`config.mk`:
```
export PLATFORM = sky130hd
export DESIGN_NAME = max_pool_top
export DESIGN_NICKNAME = d
export VERILOG_FILES = /design/src/design/pool_pkg.sv /design/src/design/pool_ctrl.sv /design/src/design/pool_position.sv /design/src/design/pool_row_buffer.sv /design/src/design/pool_window_max.sv /design/src/design/max_pool_top.sv
export SDC_FILE = /design/constraint.sdc
export NUM_CORES = 1
export LEC_CHECK = 0
export BUFFER_PORTS_ARGS = -buffer_cell sky130_fd_sc_hd__buf_2
export CAP_MARGIN = 25
export CORE_AREA = 4 4 155 217
export CTS_BUF_LIST = sky130_fd_sc_hd__clkbuf_2 sky130_fd_sc_hd__clkbuf_4 sky130_fd_sc_hd__clkbuf_8
export CTS_CLUSTER_SIZE = 12
export DETAILED_ROUTE_END_ITERATION = 10
export DIE_AREA = 0 0 159 221
export PLACE_DENSITY = 0.77
export RECOVER_POWER = 50
export SETUP_SLACK_MARGIN = 0.15
export SLEW_MARGIN = 20
export SYNTH_ARGS = -nofsm -noshare
export SYNTH_HDL_FRONTEND = slang
export SYNTH_HIERARCHICAL = 1
export SYNTH_SLANG_ARGS = --single-unit
export TNS_END_PERCENT = 5
```
`constraint.sdc`:
```
create_clock -name clk -period 6 [get_ports clk]
set_input_delay 0.3 -clock clk [delete_from_list [all_inputs] [get_ports clk]]
set_output_delay 0.3 -clock clk [all_outputs]
set_load 0.02 [all_outputs]
```
`src/design/pool_pkg.sv`:
```
package pool_pkg;

	// input feature map from the conv layer
	localparam int img_width  = 30;
	localparam int img_height = 30;

	// pooled map, 2x2 window with stride 2
	localparam int out_width  = img_width / 2;
	localparam int out_height = img_height / 2;

	// conv output precision, shared by input and result
	localparam int pixel_bits = 22;

	// coordinate widths
	localparam int col_bits  = 5;
	localparam int row_bits  = 5;
	localparam int pair_bits = 4;

	typedef logic signed [pixel_bits-1:0] pixel_t;

	// input column 0..29
	typedef logic [col_bits-1:0] col_t;

	// input row 0..29
	typedef logic [row_bits-1:0] row_t;

	// pooled column 0..14
	typedef logic [pair_bits-1:0] pair_t;

	// frame control states
	typedef enum logic [1:0] {
		idle,
		processing,
		done
	} ctrl_state_t;

endpackage

```
`src/design/pool_ctrl.sv`:
```
`timescale 1ns/1ns

module pool_ctrl (
	input  logic clk,
	input  logic rst,
	input  logic start_signal,
	input  logic pixel_valid,
	input  logic last_pixel,
	output logic accept,
	output logic frame_start,
	output logic done_signal
);

	pool_pkg::ctrl_state_t state;
	pool_pkg::ctrl_state_t next_state;

	// pixels only count while a frame is open
	assign accept = pixel_valid && (state == pool_pkg::processing);

	// start only honoured from idle
	assign frame_start = start_signal && (state == pool_pkg::idle);

	// one cycle in done per frame
	assign done_signal = (state == pool_pkg::done);

	always_comb begin
		next_state = state;
		case (state)
			pool_pkg::idle: begin
				if (frame_start) begin
					next_state = pool_pkg::processing;
				end
			end
			pool_pkg::processing: begin
				// leave on the last pixel of the map
				if (accept && last_pixel) begin
					next_state = pool_pkg::done;
				end
			end
			pool_pkg::done: begin
				next_state = pool_pkg::idle;
			end
			default: begin
				next_state = pool_pkg::idle;
			end
		endcase
	end

	always_ff @(posedge clk) begin
		if (rst) begin
			state <= pool_pkg::idle;
		end else begin
			state <= next_state;
		end
	end

endmodule

```
`src/design/pool_position.sv`:
```
`timescale 1ns/1ns

module pool_position (
	input  logic            clk,
	input  logic            rst,
	input  logic            frame_start,
	input  logic            accept,
	output logic            col_odd,
	output logic            row_odd,
	output pool_pkg::pair_t pair,
	output logic            last_pixel
);

	pool_pkg::col_t col;
	pool_pkg::row_t row;

	logic col_last;
	logic row_wrap;

	// end of an input line
	assign col_last = (col == pool_pkg::col_t'(pool_pkg::img_width - 1));

	// bottom line of the map
	assign row_wrap = (row == pool_pkg::row_t'(pool_pkg::img_height - 1));

	always_ff @(posedge clk) begin
		if (rst) begin
			col <= '0;
			row <= '0;
		end else if (frame_start) begin
			col <= '0;
			row <= '0;
		end else if (accept) begin
			if (col_last) begin
				col <= '0;
				if (row_wrap) begin
					row <= '0;
				end else begin
					row <= row + 1'b1;
				end
			end else begin
				col <= col + 1'b1;
			end
		end
	end

	// parity picks the window corner
	assign col_odd = col[0];
	assign row_odd = row[0];

	// column halved gives the pooled column
	assign pair = col[pool_pkg::col_bits-1:1];

	assign last_pixel = col_last && row_wrap;

endmodule

```
`src/design/pool_row_buffer.sv`:
```
`timescale 1ns/1ns

module pool_row_buffer (
	input  logic             clk,
	input  logic             rst,
	input  logic             accept,
	input  logic             col_odd,
	input  logic             row_odd,
	input  pool_pkg::pair_t  pair,
	input  pool_pkg::pixel_t pair_max,
	output pool_pkg::pixel_t upper_max
);

	// one horizontal pair max per pooled column
	pool_pkg::pixel_t pair_mem [pool_pkg::out_width];

	logic wr_en;

	// second pixel of a pair on the upper row of the window
	assign wr_en = accept && col_odd && !row_odd;

	always_ff @(posedge clk) begin
		if (rst) begin
			for (int i = 0; i < pool_pkg::out_width; i++) begin
				pair_mem[i] <= '0;
			end
		end else if (wr_en) begin
			pair_mem[pair] <= pair_max;
		end
	end

	// read during the lower row, same index as the write
	assign upper_max = pair_mem[pair];

endmodule

```
`src/design/pool_window_max.sv`:
```
`timescale 1ns/1ns

module pool_window_max (
	input  logic             clk,
	input  logic             rst,
	input  logic             accept,
	input  logic             col_odd,
	input  logic             row_odd,
	input  pool_pkg::pixel_t pixel_in,
	input  pool_pkg::pixel_t upper_max,
	output pool_pkg::pixel_t pair_max,
	output pool_pkg::pixel_t result_out,
	output logic             result_valid
);

	// left pixel of the current pair
	pool_pkg::pixel_t prev_pixel;

	pool_pkg::pixel_t window_max;
	logic             block_close;

	always_ff @(posedge clk) begin
		if (accept) begin
			prev_pixel <= pixel_in;
		end
	end

	// signed compare, ties keep the held pixel
	always_comb begin
		if (pixel_in > prev_pixel) begin
			pair_max = pixel_in;
		end else begin
			pair_max = prev_pixel;
		end
	end

	// upper pair against lower pair
	always_comb begin
		if (pair_max > upper_max) begin
			window_max = pair_max;
		end else begin
			window_max = upper_max;
		end
	end

	// bottom right pixel of a 2x2 block
	assign block_close = accept && col_odd && row_odd;

	always_ff @(posedge clk) begin
		if (rst) begin
			result_out   <= '0;
			result_valid <= 1'b0;
		end else begin
			result_valid <= block_close;
			if (block_close) begin
				result_out <= window_max;
			end
		end
	end

endmodule

```
`src/design/max_pool_top.sv`:
```
`timescale 1ns/1ns

module max_pool_top (
	input  logic             clk,
	input  logic             rst,
	input  logic             start_signal,
	input  logic             pixel_valid,
	input  pool_pkg::pixel_t pixel_in,
	output pool_pkg::pixel_t result_out,
	output logic             result_valid,
	output logic             done_signal
);

	logic             accept;
	logic             frame_start;
	logic             col_odd;
	logic             row_odd;
	logic             last_pixel;
	pool_pkg::pair_t  pair;
	pool_pkg::pixel_t pair_max;
	pool_pkg::pixel_t upper_max;

	pool_ctrl u_ctrl (
		.clk          (clk),
		.rst          (rst),
		.start_signal (start_signal),
		.pixel_valid  (pixel_valid),
		.last_pixel   (last_pixel),
		.accept       (accept),
		.frame_start  (frame_start),
		.done_signal  (done_signal)
	);

	pool_position u_position (
		.clk         (clk),
		.rst         (rst),
		.frame_start (frame_start),
		.accept      (accept),
		.col_odd     (col_odd),
		.row_odd     (row_odd),
		.pair        (pair),
		.last_pixel  (last_pixel)
	);

	pool_row_buffer u_row_buffer (
		.clk       (clk),
		.rst       (rst),
		.accept    (accept),
		.col_odd   (col_odd),
		.row_odd   (row_odd),
		.pair      (pair),
		.pair_max  (pair_max),
		.upper_max (upper_max)
	);

	pool_window_max u_window_max (
		.clk          (clk),
		.rst          (rst),
		.accept       (accept),
		.col_odd      (col_odd),
		.row_odd      (row_odd),
		.pixel_in     (pixel_in),
		.upper_max    (upper_max),
		.pair_max     (pair_max),
		.result_out   (result_out),
		.result_valid (result_valid)
	);

endmodule

```
* Word level (Yosys, flattened, before mapping)
Memory sizes are Yosys's and may differ from the RTL's. A register that Yosys moved wholly into a read port is not among the register bits. Index checks and enable logic that the tools add are counted. Widths: inputs -> output; s select.
Storage, ports and cells: bits in registers 57, memory bits (writable) 330, bits of input ports 26, output and inout port bits 24, logic and storage cells 47, memories 1
Memories:
- u_row_buffer.pair_mem | depth 15, bits a word 22, rd ports 1, clocked after Yosys merged registers in 1, wr ports 15, line pool_row_buffer.sv:15 | pool_pkg::pixel_t pair_mem [pool_pkg::out_width];
Cells by class: add/sub/neg operators 2, magnitude comparators 2, eq/ne operators 6, mux-type cells 17, reductions and logical operators 13
Operator list (number):
- $mux 22 | 3
- $gt 22x22->1 | 2
- $reduce_or 22->1 | 1
- $mux 4 | 3
- $add 5x1->5 const B | 2
- $eq 5x5->1 const B | 2
- $mux 5 | 2
- $logic_and 1x1->1 | 7
- $mux 1 | 6
- $mux 2 | 2
- $ne 2x2->1 const B | 2
- $pmux 2 s2 | 1
- $reduce_and 2->1 | 2
- $eq 2x1->1 const B | 1
- $eq 2x2->1 const B | 1
- $logic_not 2->1 | 1
- $reduce_or 2->1 | 1
- $logic_not 1->1 | 1

* Depth between registers and ports, before layout
word-level depth 9, mapped depth 20, gate-level depth less buffers 17

* By module
Netlist, hierarchy kept.
Modules (own cells, without submodules):
- pool_row_buffer | times used 1, cells each 1032, area each 15129.5 µm², seq. area each 10570.1 µm²
- pool_window_max | times used 1, cells each 309, area each 2979.1 µm², seq. area each 1121.1 µm²
- pool_position | times used 1, cells each 63, area each 543.0 µm², seq. area each 200.2 µm²
- pool_ctrl | times used 1, cells each 10, area each 101.3 µm², seq. area each 40.0 µm²

* Worst setup path before layout
OpenSTA, ideal clock, no wires.
path type reg-to-reg, start point register u_window_max.prev_pixel[17], end point register u_window_max.result_out[9], arrival time 4.499 ns, data required time 5.870 ns, setup slack 1.371 ns, cell stages (with the launch flop) 21, path buffers 3, clock period less this slack 4.629 ns, cell sequence edfxtp_1 inv_1 ha_1 a21oi_2 o21bai_1 a2111o_1 or4_1 a22o_1 buf_6 buf_12 mux2i_1 inv_1 ha_1 and4_1 nor4bb_1 o31ai_1 o311ai_0 mux2i_1 nand2b_1 clkbuf_1 o21ai_0
On the way: cells in the longest elaborated chain, start to end 4
RTL lines:
- start: declaration | line pool_window_max.sv:17 | pool_pkg::pixel_t prev_pixel;
- start signal: assignment | line pool_window_max.sv:24 | prev_pixel <= pixel_in;
- $gt 22x22->1 | line pool_window_max.sv:30 | if (pixel_in > prev_pixel) begin
- $mux 22 | line pool_window_max.sv:30
- named net pair_max[13] | line max_pool_top.sv:20 | pool_pkg::pixel_t pair_max;
- $gt 22x22->1 | line pool_window_max.sv:39 | if (pair_max > upper_max) begin
- $mux 22 | line pool_window_max.sv:39
- end signal: assignment | line pool_window_max.sv:56 | result_out <= window_max;
- end: declaration | line pool_window_max.sv:12 | output pool_pkg::pixel_t result_out,
The timed path passes the listed nets, and every way through them passes these cells. A chain may end at the register's enable or synchronous reset.

==> results.toml <==
[placed_design]
place_ws_ns = 0.823
place_area_sq_mm = 0.0194
dpl.hpwl_um = 29600
io_buffers = 49
finalWeightedCongestion = 0.986

[cts]
cts_inserted_buffers = 55
cts_setup_buffers = 0
cts_num_sinks = 409
clock_latency_ns = 0.64
cts_hold_buf = 26
cts_resized = 0
root_buffer = "clkbuf_8"
cts_max_level = 2
cts_tree = "done"
cts_buffer_depth = 3
clkTransAtPathRegs_ns = 0.07

[drt]
drtIter0Drc = 1565
drc = 0
drtPass1Iterations = 5
vias_per_cell = 6.43
detail-route-antenna-nets = 0
wirelength_um = 49100
vias = 12370
avgRoutedWirePerCell_um = 25.5

[setup_path]
end_kind = "flip-flop"
crit_path_cell_trace = "and3b_1, and4bb_1, nand3b_1, clkbuf_1, o21ai_2, buf_16"
cp_slowest_cell = "clkbuf_1"
crit_path_max_fanout = 44
r2r-start = "u_ctrl/state[1]"
worst-path-buf-inv = 2
slowest_delay_ns = 1.92
critPathTopFamily = "buffers and inverters"
cp.required_ns = 6.36
critical_path.startpoint = "u_ctrl/state[1]"
crit_type = "reg -> reg"
cp.arrival_ns = 5.79
start_kind = "flip-flop"

[power_and_ir_drop]
p_leak_nw = 7.07
seqPwrFrac_pct = 55.4
p_clk_share_pct = 36.8
p_sw_share_pct = 22.9
p_sw_mw = 1.34
p_comb_share_pct = 7.8
ir_drop_mv = 0.255
pwr_density_cell_mw_per_mm2 = 281
intPower_mw = 4.51

[logic_synthesis]
synth_flop_cell = "edfxtp_1"
synth-edff-count = 374
ys_seq_area_share_pct = 63.6
postSynthAreaPerCell_sq_um = 13.3
async_flop_share_pct = 0
synth_warnings = 6
syn_area_sq_mm = 0.0188
syn-instance-count = 1414
synth-seq-cells = 409
yosysUniqueCellTypes = 59
syn-num-nets = 1488

[timing]
fin_tns_setup_ns = 0
slew_headroom_pct = -99.0
period_minus_slack_ns = 5.43
layout_setup_ws_ns = 0.572
fmax_ghz = 0.184
worst_pin_slew_ns = 2.95
setup_viol = 0
post-route-period-util_pct = 90.5
hold_viol = 0
fin_worst_skew_ns = 0.0282
drv_slew = 319
rsz0062_at_grt = "false"

[layout]
layout_common_cells = "edfxtp_1, nor2_1, nand2_1"
nets = 1558
stdcell_area_sq_mm = 0.0208
final_common_cell = "edfxtp_1"
area_delta_synth_final_pct = 10.9
final_layout_size_suffix_gt1_share_pct = 15.4
final_util_pct = 66.0

[flow_run]
maxCapViolCount = 12

[die]
io-pin-count = 50
die_h_um = 221
num_rows = 77
start_util_pct = 59.5
die-area_sq_mm = 0.0351
core-area_sq_mm = 0.0315
die-width_um = 159

[global_route]
antenna_found_initial = 1
first_global_vias = 12887
grt_start_max_net_pins = 62
grt_usage_pct = 27.5
grt-busiest-layer = "met2"
met3_usage_pct = 5.08
grt_pass1_wl_um = 74000
grt.met2_usage_pct = 47.2
met1_usage_pct = 33.0
overflow = 0

[status]
violations = "capacitance limit, slew limit"
outcome = "finished with violations"

[hold_path]
hp-class = "in -> reg"
worstHoldStart = "rst"
## synthesized netlist by cell type, types with 2 or more instances
master      n  area [sq um]
nand3b_1    2          15.0
xor2_1      2          17.5
buf_6      10           113
nand4_1    10          62.6
nor2_1    346          1300
ha_1       48           601
nor2b_1     2          12.5
o21ai_1    21           105
nor3_1      4          20.0
nand3_1     7          35.0
or3b_1      2          17.5
buf_2      35           175
o21ai_0    20           100
a22oi_1    44           330
a22o_1      2          17.5
a21o_1      2          15.0
mux2i_1    23           230
nand2b_1    5          31.3
clkbuf_1   39           146
or4_1       5          37.5
buf_4       6          45.0
edfxtp_1  374         11200
dfxtp_1    35           701
a21boi_0    2          15.0
a32oi_1    22           193
mux4_2     88          1980
o31ai_1     8          60.1
buf_12      2          40.0
and4_1      3          26.3
a21oi_1    23           115
inv_1      73           274
nand2_1   122           458
## stage by stage
stage	cells	total power, mW	hold WS [ns]
2_1_floorplan	1414	3.57	0.372
3_3_place_gp	1790	3.71	0.480
3_5_place_dp	1791	3.73	0.476
4_1_cts	1919	5.86	0.149
5_1_grt	1925	6.05	0.219
6_report	1925	5.85	0.206
## per-layer routing
layer | wire, um | share of wire (%)
met5 | 0 | 0
met4 | 2940 | 6.0
met3 | 4100 | 8.4
met2 | 25200 | 51
met1 | 16800 | 34
## logic make-up after synthesis
family / Yosys count / synth area share (%)
AOI/OAI and AO/OA: 157 / 5.68
xor gates and xnor gates: 3 / 0.140
adders and majority gates: 48 / 3.20
buffers and inverters: 166 / 4.25
DFF: 409 / 63.6
muxes: 111 / 11.8
and+or+nand+nor: 520 / 11.3
## path summary, 6_finish.rpt
path	slack, ns	to	cells past startpoint
worst max-delay path	0.57	u_row_buffer/pair_mem[5][4]	6
worst min-delay path	0.21	u_position/row[4]	3
worst max register to register	0.57	u_row_buffer/pair_mem[5][4]	6
worst min register to register	0.49	u_window_max/result_out[1]	2
## power by group through the flow
stage,registers (mW),logic [mW],clock network [mW]
6_report,3.24,0.457,2.15
4_1_cts,3.24,0.444,2.18
3_5_place_dp,3.30,0.430,0
2_1_floorplan,3.28,0.286,0
5_1_grt,3.24,0.487,2.31
3_3_place_gp,3.29,0.417,0
## sequential cells by signal, summed over array words and instances, names as in the netlist
signal,cells
u_ctrl/state,2
u_position/col,5
u_position/row,5
u_row_buffer/pair_mem,352
u_window_max/prev_pixel,22
u_window_max/result_out,22
u_window_max/result_valid,1
## worst reg2reg max path, delay by kind of cell, from the launching register on
family,cells,cell delay [ns]
buf+inv,2,2.32
flops,1,0.40
simple gates,3,1.67
compound gates,1,0.77
## cell type report
type	instances	area, sq um
Multi-Input combinational cell	839	6170
Fill cell	2199	10700
Inverter	73	274
Timing Repair Buffer	106	786
Antenna cell	1	2.50
Clock inverter	13	96.3
Sequential cell	409	11900
Clock buffer	89	1040
Tap cell	395	494
No activity file was read; power rests on OpenSTA's default activity.
